<file path="config.mk">
export PLATFORM = sky130hd
export DESIGN_NAME = adc_lane_top
export DESIGN_NICKNAME = d
export VERILOG_FILES = /design/src/hw/adc_lane_pkg.sv /design/src/hw/lane_ctrl_regs.sv /design/src/hw/lane_select.sv /design/src/hw/lane_monitor.sv /design/src/hw/adc_lane_top.sv
export SDC_FILE = /design/constraint.sdc
export NUM_CORES = 1
export LEC_CHECK = 0
export BUFFER_PORTS_ARGS = -buffer_cell sky130_fd_sc_hd__buf_2
export CORE_UTILIZATION = 35
export CTS_CLUSTER_DIAMETER = 120
export DETAILED_ROUTE_END_ITERATION = 16
export GPL_ROUTABILITY_DRIVEN = 0
export PLACE_DENSITY = 0.51
export SLEW_MARGIN = 20
export SYNTH_ARGS = -nofsm -noshare
export SYNTH_HDL_FRONTEND = slang
export SYNTH_SLANG_ARGS = --single-unit
</file>
<file path="constraint.sdc">
create_clock -name clk -period 3.9 [get_ports clk]
set_input_delay 0.78 -clock clk [delete_from_list [all_inputs] [get_ports clk]]
set_output_delay 0.78 -clock clk [all_outputs]
set_load 0.05 [all_outputs]
</file>
<file path="src/hw/adc_lane_pkg.sv">
package adc_lane_pkg;

    localparam int num_lanes = 4;

    typedef logic [1:0]  lane_id_t;
    typedef logic [15:0] lane_word_t;
    typedef logic [15:0] err_count_t;
    typedef logic [3:0]  axi_addr_t;
    typedef logic [31:0] axi_data_t;
    typedef logic [3:0]  slide_off_t;

    localparam lane_word_t train_pattern = 16'hA5C3;
    localparam int lock_run = 8;
    localparam int run_w = $clog2(lock_run + 1);

    typedef logic [run_w-1:0] run_count_t;

    // Register map
    localparam axi_addr_t reg_sel    = 4'h0;
    localparam axi_addr_t reg_ctrl   = 4'h4;
    localparam axi_addr_t reg_cmd    = 4'h8;
    localparam axi_addr_t reg_status = 4'hC;

    // Field order follows the register bit layout, LSB last
    typedef struct packed {
        logic       hold;
        logic       match_en;
        logic [1:0] nib_sel;
        logic       invert;
    } lane_ctrl_t;

    typedef struct packed {
        logic err_clear;
        logic slide;
    } lane_cmd_t;

    typedef struct packed {
        logic       locked;
        err_count_t err_count;
    } lane_stat_t;

    typedef lane_word_t [num_lanes-1:0] lane_words_t;

endpackage

</file>
<file path="src/hw/lane_ctrl_regs.sv">
module lane_ctrl_regs (
    input  logic                     clk,
    input  logic                     rst,
    input  logic                     awvalid,
    output logic                     awready,
    input  adc_lane_pkg::axi_addr_t  awaddr,
    input  logic                     wvalid,
    output logic                     wready,
    input  adc_lane_pkg::axi_data_t  wdata,
    output logic                     bvalid,
    input  logic                     bready,
    input  logic                     arvalid,
    output logic                     arready,
    input  adc_lane_pkg::axi_addr_t  araddr,
    output logic                     rvalid,
    input  logic                     rready,
    output adc_lane_pkg::axi_data_t  rdata,
    output adc_lane_pkg::lane_id_t   sel,
    output adc_lane_pkg::lane_ctrl_t ctrl,
    output adc_lane_pkg::lane_cmd_t  cmd,
    input  adc_lane_pkg::lane_stat_t status
);
    import adc_lane_pkg::*;

    logic      aw_hs;
    logic      ar_hs;
    axi_data_t read_mux;

    assign aw_hs = awready & awvalid & wready & wvalid;
    assign ar_hs = arready & arvalid;

    //////////////////////////////////////////////////////////////////////
    // Write channel and registers
    //////////////////////////////////////////////////////////////////////

    always_ff @(posedge clk)
    begin
        if (rst)
        begin
            awready <= 1'b0;
            wready  <= 1'b0;
            bvalid  <= 1'b0;
            sel     <= '0;
            ctrl    <= '0;
            cmd     <= '0;
        end
        else
        begin
            // Command bits live for one cycle only
            cmd     <= '0;
            awready <= awvalid && wvalid && !bvalid && !awready;
            wready  <= awvalid && wvalid && !bvalid && !awready;

            if (bvalid && bready)
                bvalid <= 1'b0;

            if (aw_hs)
            begin
                bvalid <= 1'b1;
                case (awaddr)
                    reg_sel:  sel  <= wdata[1:0];
                    reg_ctrl: ctrl <= lane_ctrl_t'(wdata[4:0]);
                    reg_cmd:  cmd  <= lane_cmd_t'(wdata[1:0]);
                    default:  ;
                endcase
            end
        end
    end

    //////////////////////////////////////////////////////////////////////
    // Read channel
    //////////////////////////////////////////////////////////////////////

    always_comb
    begin
        read_mux = '0;
        case (araddr)
            reg_sel:    read_mux = {30'b0, sel};
            reg_ctrl:   read_mux = {27'b0, ctrl};
            reg_status: read_mux = {15'b0, status};
            default:    read_mux = '0;
        endcase
    end

    always_ff @(posedge clk)
    begin
        if (rst)
        begin
            arready <= 1'b0;
            rvalid  <= 1'b0;
        end
        else
        begin
            arready <= arvalid && !rvalid && !arready;
            if (ar_hs)
                rvalid <= 1'b1;
            else if (rready)
                rvalid <= 1'b0;
        end
    end

    // Snapshot taken on the address handshake
    always_ff @(posedge clk)
    begin
        if (ar_hs)
            rdata <= read_mux;
    end

    a_bvalid_after_write: assert property (
        @(posedge clk) disable iff (rst)
        $rose(bvalid) |-> $past(aw_hs)
    ) else $error("bvalid raised without a write handshake");

endmodule

</file>
<file path="src/hw/lane_select.sv">
module lane_select (
    input  logic                     clk,
    input  logic                     rst,
    input  adc_lane_pkg::lane_id_t   sel,
    input  adc_lane_pkg::lane_ctrl_t ctrl,
    input  adc_lane_pkg::lane_cmd_t  cmd,
    input  adc_lane_pkg::lane_stat_t [adc_lane_pkg::num_lanes-1:0] lane_stat,
    output adc_lane_pkg::lane_ctrl_t [adc_lane_pkg::num_lanes-1:0] lane_ctrl,
    output adc_lane_pkg::lane_cmd_t  [adc_lane_pkg::num_lanes-1:0] lane_cmd,
    output adc_lane_pkg::lane_stat_t status
);
    import adc_lane_pkg::*;

    logic [num_lanes-1:0] cmd_hit;

    // Only the selected lane follows ctrl, the rest keep their last value
    always_ff @(posedge clk)
    begin
        if (rst)
            lane_ctrl <= '0;
        else
            lane_ctrl[sel] <= ctrl;
    end

    always_comb
    begin
        for (int i = 0; i < num_lanes; i++)
        begin
            lane_cmd[i] = (sel == lane_id_t'(i)) ? cmd : '0;
            cmd_hit[i]  = |lane_cmd[i];
        end
    end

    assign status = lane_stat[sel];

    a_one_lane_cmd: assert property (
        @(posedge clk) disable iff (rst)
        $onehot0(cmd_hit)
    ) else $error("command pulse reached more than one lane");

endmodule

</file>
<file path="src/hw/lane_monitor.sv">
module lane_monitor (
    input  logic                     clk,
    input  logic                     rst,
    input  adc_lane_pkg::lane_word_t word,
    input  adc_lane_pkg::lane_ctrl_t ctrl,
    input  adc_lane_pkg::lane_cmd_t  cmd,
    output adc_lane_pkg::lane_stat_t stat
);
    import adc_lane_pkg::*;

    slide_off_t  slide_off;
    lane_word_t  inv_word;
    lane_word_t  aligned;
    logic [3:0]  rot;
    logic [31:0] doubled;
    logic        match;
    run_count_t  run;
    logic        locked;
    err_count_t  err_count;

    //////////////////////////////////////////////////////////////////////
    // Alignment
    //////////////////////////////////////////////////////////////////////

    always_ff @(posedge clk)
    begin
        if (rst)
            slide_off <= '0;
        else if (cmd.slide)
            slide_off <= slide_off + 4'd1;
    end

    always_comb
    begin
        inv_word = ctrl.invert ? ~word : word;
        // Nibble step plus bit slides, wraps mod 16
        rot      = {ctrl.nib_sel, 2'b00} + slide_off;
        doubled  = {inv_word, inv_word} << rot;
        aligned  = doubled[31:16];
        match    = (aligned == train_pattern);
    end

    //////////////////////////////////////////////////////////////////////
    // Lock and error tracking
    //////////////////////////////////////////////////////////////////////

    always_ff @(posedge clk)
    begin
        if (rst)
        begin
            run       <= '0;
            locked    <= 1'b0;
            err_count <= '0;
        end
        else
        begin
            if (!ctrl.hold)
            begin
                if (!ctrl.match_en)
                begin
                    run    <= '0;
                    locked <= 1'b0;
                end
                else if (match)
                begin
                    if (run != run_count_t'(lock_run))
                        run <= run + 1'b1;
                    if (run >= run_count_t'(lock_run - 1))
                        locked <= 1'b1;
                end
                else
                begin
                    run    <= '0;
                    locked <= 1'b0;
                    if (err_count != '1)
                        err_count <= err_count + 1'b1;
                end
            end

            // Clear wins over a same-cycle mismatch
            if (cmd.err_clear)
                err_count <= '0;
        end
    end

    assign stat.locked    = locked;
    assign stat.err_count = err_count;

endmodule

</file>
<file path="src/hw/adc_lane_top.sv">
module adc_lane_top (
    input  logic                      clk,
    input  logic                      rst,
    input  logic                      awvalid,
    output logic                      awready,
    input  adc_lane_pkg::axi_addr_t   awaddr,
    input  logic                      wvalid,
    output logic                      wready,
    input  adc_lane_pkg::axi_data_t   wdata,
    output logic                      bvalid,
    input  logic                      bready,
    input  logic                      arvalid,
    output logic                      arready,
    input  adc_lane_pkg::axi_addr_t   araddr,
    output logic                      rvalid,
    input  logic                      rready,
    output adc_lane_pkg::axi_data_t   rdata,
    input  adc_lane_pkg::lane_words_t lane_words
);
    import adc_lane_pkg::*;

    lane_id_t                   sel;
    lane_ctrl_t                 ctrl;
    lane_cmd_t                  cmd;
    lane_stat_t                 status;
    lane_ctrl_t [num_lanes-1:0] lane_ctrl;
    lane_cmd_t  [num_lanes-1:0] lane_cmd;
    lane_stat_t [num_lanes-1:0] lane_stat;

    lane_ctrl_regs regs_i (
        .clk     (clk),
        .rst     (rst),
        .awvalid (awvalid),
        .awready (awready),
        .awaddr  (awaddr),
        .wvalid  (wvalid),
        .wready  (wready),
        .wdata   (wdata),
        .bvalid  (bvalid),
        .bready  (bready),
        .arvalid (arvalid),
        .arready (arready),
        .araddr  (araddr),
        .rvalid  (rvalid),
        .rready  (rready),
        .rdata   (rdata),
        .sel     (sel),
        .ctrl    (ctrl),
        .cmd     (cmd),
        .status  (status)
    );

    lane_select select_i (
        .clk       (clk),
        .rst       (rst),
        .sel       (sel),
        .ctrl      (ctrl),
        .cmd       (cmd),
        .lane_stat (lane_stat),
        .lane_ctrl (lane_ctrl),
        .lane_cmd  (lane_cmd),
        .status    (status)
    );

    for (genvar i = 0; i < num_lanes; i++)
    begin : g_lane
        lane_monitor monitor_i (
            .clk  (clk),
            .rst  (rst),
            .word (lane_words[i]),
            .ctrl (lane_ctrl[i]),
            .cmd  (lane_cmd[i]),
            .stat (lane_stat[i])
        );
    end

endmodule

</file>
==> results of run 1 <==
==> routing by layer <==
metal  vias to the layer above  GRT usage  wire length, um
met5                         -          0                0
met4                         0     0.0504              592
met3                        40     0.0233             1250
met2                       247      0.320            18400
met1                      6021      0.264            18400
li1                       6036          -                -
==> cells by family after synthesis <==
kind of cell / share of synthesized area
AO/OA/AOI/OAI: 0.157
flip-flops: 0.233
buffers and inverters: 0.0677
multiplexers: 0.206
XOR/XNOR: 0.0351
adder cells (fa/ha/maj): 0.0184
AND/OR/NAND/NOR: 0.282
other: 0.000276
==> worst max path at each step <==
stage | end | slack (ns) | depth (start not counted)
after floorplan | g_lane[0].monitor_i.err_count[1] | 0.63 | 11
after global placement | g_lane[2].monitor_i.err_count[7] | 0.23 | 10
after detailed placement | g_lane[3].monitor_i.err_count[10] | 0.17 | 11
after CTS | g_lane[3].monitor_i.err_count[10] | 0.15 | 11
after global routing | g_lane[0].monitor_i.err_count[14] | 0.09 | 11
final | g_lane[0].monitor_i.err_count[9] | 0.34 | 11
==> cell usage after synthesis (15+ instances only) <==
cell and count:
a21oi_1 93, and2_1 19, and3_1 16, and3b_1 17, buf_2 32, buf_4 23, clkbuf_1 61, dfxtp_1 133
edfxtp_1 17, ha_1 20, inv_1 21, mux2_2 15, mux2i_1 117, mux4_2 56, nand2_1 162, nand2b_1 23
nand3_1 74, nand3b_1 20, nand4_1 24, nor2_1 74, nor2b_1 39, nor3_1 41, nor3b_1 25, o211ai_1 28
o21ai_0 47, o31ai_1 20, or3_1 46, or4_1 38, xnor2_1 31, xor2_1 19
==> repair_timing <==
action / 4_1_cts / 5_1_grt
setup endpoints to repair: 0 / 14
buffers inserted: 0 / 0
gates resized for setup: 0 / 1
==> state kept, by name (all words and copies together), names as in the netlist, 4 cells and up <==
register	flops
select_i.lane_ctrl	20
regs_i.ctrl	5
g_lane.monitor_i.run	16
g_lane.monitor_i.slide_off	16
g_lane.monitor_i.locked	4
regs_i.rdata	17
g_lane.monitor_i.err_count	64
==> worst register-to-register path, delay by kind of cell (launching register included) <==
family,cells,cell delay (ns)
xor+xnor,1,0.16
buf+inv,2,0.48
flops,1,0.33
simple gates,3,0.75
mux,1,0.15
fa+ha+maj,1,0.78
compound gates,3,0.80
==> report_power, final <==
group          total [mW]  leakage [nW]  internal, mW  switching (mW)
clock network        1.72         0.287          1.01           0.705
logic               0.438          3.45         0.162           0.276
registers            1.57          1.23          1.56         0.00260
==> area by class of cell <==
cell class	instances	area (um2)	area share
Tap cell	511	639	0.0426
Timing Repair Buffer	155	938	0.0625
Multi-Input combinational cell	1274	9570	0.637
Clock buffer	18	429	0.0286
Inverter	23	86.3	0.00575
Sequential cell	150	3180	0.212
Clock inverter	14	173	0.0115
==> stage by stage <==
step                      instance area (um2)  utilization  worst slack (ns)
after floorplan                         13700            -             0.628
after global placement                  14400        0.380             0.233
after detailed placement                14400        0.380             0.170
after CTS                               15000        0.396             0.149
after global routing                    15000        0.396            0.0864
final                                   15000        0.396             0.335
==> reports/metrics.cfg, run 1 <==
[critical_path]
start_kind=flip-flop
cp_slowest_cell=ha_1
critPathRequiredTime_ns=4.22
crit_family=compound AO/OA/AOI/OAI gates
cp_max_fo=31
crit_path_end_kind=flip-flop
ff2ff_path_depth=11
crit_chain=ha_1, buf_4, or2b_1, o32ai_1, a311oi_1, xnor2_1, or4_4, a2111oi_4, buf_12, nor4_1, mux2i_1
r2r_start=g_lane[0].monitor_i.slide_off[2]
criticalPathCategory=flip-flop to flip-flop
reg2reg_slack_ns=0.34
reg2reg_to=g_lane[0].monitor_i.err_count[9]
crit_path_max_incr_delay_ns=0.78
crit_path_start=g_lane[0].monitor_i.slide_off[2]
cp_num_buf_inv=2
crit_arrival_ns=3.88

[final_layout]
area_growth_pct=10.4
layout_commonest_cell=nand2_1
drive_above_1_share=0.196
antenna_cells=0
fin_nets=1752
layout_common_cells=nand2_1, dfxtp_1, mux2i_1
fin_cells=2145
fillerInstances=3866

[timing]
fin_skew_ns=0.00764
tns_ns=0
hold_viol=0
setup_viol=0
fin_crit_sh=0.914
maxSlewViolCount=0
fmax_mhz=281
rsz0062_at_grt=no
max_slew_margin=0.468
worst-slew-pin-transition_ns=0.796
period_needed_ns=3.56
whs_ns=0.435

[run_status]
outcome=completed

[pwr]
finalPower_mw=3.72
p_leak_nw=4.97
powerDensity_nw_per_um2=248
ir_drop_mv=0.217

[synthesis]
avgSynthCellArea_um2=8.60
ys_seq_area_frac=0.233
yosysTopAreaCellShare=0.196
synth-main-ff-cell=dfxtp_1
synth_largest_area_cell=dfxtp_1
synthesis.area_um2=13600
async_reset_ff_frac=0
synth_cells=1581
yosys_register_bits=150
yosys_warnings=0
synth-edff-count=17
ys_top_cells_by_area=dfxtp_1, mux4_2, mux2i_1, nand2_1, edfxtp_1
yosys.cell_types.count=98

[placement]
dp_cells=2113
hpwlAfterDp_um=27800
port_buffers=105

[detailed_routing]
wire_per_inst_um=18.0
wl_um=38600
drt-initial-drc-count=578
first_pass_iters=5
vias=12344
ant_nets=0
drc=0
vias_per_cell=5.75

[grt]
grt_max_degree=37
antenna_found_initial=0
track_usage=0.193
grt-ovfl-total=0
grt_pass1_wl_um=61000
grt_pass1_vias=11333

[worst_hold_path]
min_path_type=flip-flop to flip-flop
whs_endpoint=regs_i.arready
hp-start=regs_i.arready
hold_path_depth=1

[cts]
clk_pin_slew_worst_paths_ns=0.07
cts_tree=built
numCtsBuffers=17
cts.sinks=150
insertion_delay_ns=0.43
htree_levels=4
cts_root_buffer=clkbuf_16
clockBufferDepth=2
cts_hold_buffers=0

[floorplan]
dieWidth_um=199
io_pins=148
row_count=71
fp.dieH_um=199
floorplan.initialDensity=0.359
dieArea_um2=39600
core_um2=37900

[run]
maxCapViolCount=0

No activity file was read; power rests on OpenSTA's default activity.
==> run 2: changes to the inputs <==
==> constraint.sdc (replaced) <==
create_clock -name clk -period 3.4 [get_ports clk]
set_input_delay 0.68 -clock clk [delete_from_list [all_inputs] [get_ports clk]]
set_output_delay 0.68 -clock clk [all_outputs]
set_load 0.05 [all_outputs]
==> reports/metrics.cfg, run 2 (synthesis results as in run 1) <==
[run_status]
outcome=completed

[detailed_routing]
wl_um=39400
vias=12605
wire_per_inst_um=18.0
drc=0
wl_met2_um=18600
first_pass_iters=5
top_layer=met4
routed-wl-met3_um=1680
wirelength_met1_um=18400
vias_per_cell=5.76
ant_nets=0
drt-initial-drc-count=705

[pwr]
powerDensity_nw_per_um2=273
p_sw_mw=1.17
clkPwrFrac=0.456
p_int_mw=3.11
power_frac_seq=0.420
power.share.switching=0.274
ir_drop_mv=0.247
p_leak_nw=5.24
pwr-share-comb=0.124

[timing]
fin_crit_sh=0.982
whs_ns=0.435
setup_ws_ns=0.0611
setup_viol=0
worst-slew-pin-transition_ns=0.612
fmax_mhz=300
fin_skew_ns=0.0140
maxSlewViolCount=0
period_needed_ns=3.34
max_slew_margin=0.592
hold_viol=0

[floorplan]
dieArea_um2=39600
dieWidth_um=199
floorplan.initialDensity=0.359
io_pins=148
core_um2=37900
row_count=71
fp.dieH_um=199

[final_layout]
largest_register=g_lane.monitor_i.err_count
layout_common_cells=nand2_1, dfxtp_1, mux2i_1
layout_commonest_cell=nand2_1
fin_util=0.413
fin_nets=1794
largest_reg_flops=64
fillerInstances=3855
antenna_cells=0
area_growth_pct=15.2
largestRegisters=g_lane.monitor_i.err_count (64), select_i.lane_ctrl (20), regs_i.rdata (17)
drive_above_1_share=0.229

[cts]
cts_tree=built
clk_pin_slew_worst_paths_ns=0.07
cts.sinks=150
cts_root_buffer=clkbuf_16
insertion_delay_ns=0.44
htree_levels=4
numCtsBuffers=17
clockBufferDepth=2

[grt]
grt_max_degree=40
grt-ovfl-total=0
grt_pass1_wl_um=61900
antenna_found_initial=0
track_usage=0.196
grt_pass1_vias=11428

[placement]
port_buffers=105
place_ws_ns=-0.0267
hpwlAfterDp_um=28400

[worst_hold_path]
min_path_type=flip-flop to flip-flop

[critical_path]
critPathRequiredTime_ns=3.76
reg2reg_slack_ns=0.06
crit_arrival_ns=3.70
crit_path_end_kind=flip-flop
cp_max_fo=16
criticalPathCategory=flip-flop to flip-flop
start_kind=flip-flop

[run]
maxCapViolCount=0

-- run 2: cell count changes in the layout (fill, tap and decap cells not counted), sizes merged --
cell,previous run,this run
buf,155,193
clkbuf,18,22
inv,26,29
clkinvlp,3,2
bufinv,3,2
clkinv,5,4
-- run 2: what timing repair did --
action	in CTS	in global routing
hold buffers	0	0
gates cloned	0	4
pin swaps	2	8
hold endpoints to repair	0	0
resized for setup	3	29
setup endpoints to repair	4	63
setup buffers	0	7
-- run 2: cell type report --
| class | count | area, um2 | share of cell area |
|---|---|---|---|
| multi-input combinational | 1274 | 9710 | 0.620 |
| clock inverter | 14 | 166 | 0.0106 |
| timing repair buffer | 197 | 1440 | 0.0920 |
| tap | 511 | 639 | 0.0408 |
| inverter | 23 | 86.3 | 0.00551 |
| clock buffer | 18 | 429 | 0.0274 |
| sequential | 150 | 3190 | 0.203 |
-- run 2: power groups by stage --
stage,Sequential (mW),Combinational (mW),Clock (mW)
floorplan,1.86,0.317,0
global placement,1.84,0.515,0
detailed placement,1.84,0.520,0
CTS,1.80,0.522,1.98
global route,1.79,0.572,2.07
finish,1.80,0.531,1.95
-- run 2: critical path, cell delays in order (launching register included) --
cell      delay (ns)
dfxtp_2         0.35
ha_4            0.28
buf_12          0.15
mux2i_1         0.12
mux4_2          0.55
xnor2_4         0.23
nand4_1         0.12
or4_4           0.61
a211oi_4        0.25
buf_6           0.16
buf_12          0.14
o21ai_0         0.11
a21oi_1         0.18
-- run 2: stage by stage --
stage	power [mW]	setup TNS, ns	std cells	cell area, um2
floorplan	2.17	0	1595	13700
global placement	2.35	-0.700	2144	14700
detailed placement	2.36	-0.194	2144	14700
CTS	4.30	0	2176	15300
global route	4.43	-0.0601	2187	15700
finish	4.28	0	2187	15700
-- run 2: per-layer routing --
| metal | track usage | vias up |
|---|---|---|
| li1 | - | 6111 |
| met1 | 0.271 | 6138 |
| met2 | 0.320 | 310 |
| met3 | 0.0206 | 46 |
| met4 | 0.0547 | 0 |
| met5 | 0 | - |
-- run 2: worst paths after layout --
| check | startpoint | depth (start not counted) | endpoint |
|---|---|---|---|
| setup / recovery | g_lane[3].monitor_i.slide_off[2] | 12 | g_lane[3].monitor_i.err_count[4] |
| hold / removal | regs_i.arready | 1 | regs_i.arready |
| setup reg to reg | g_lane[3].monitor_i.slide_off[2] | 12 | g_lane[3].monitor_i.err_count[4] |
| hold reg to reg | regs_i.arready | 1 | regs_i.arready |
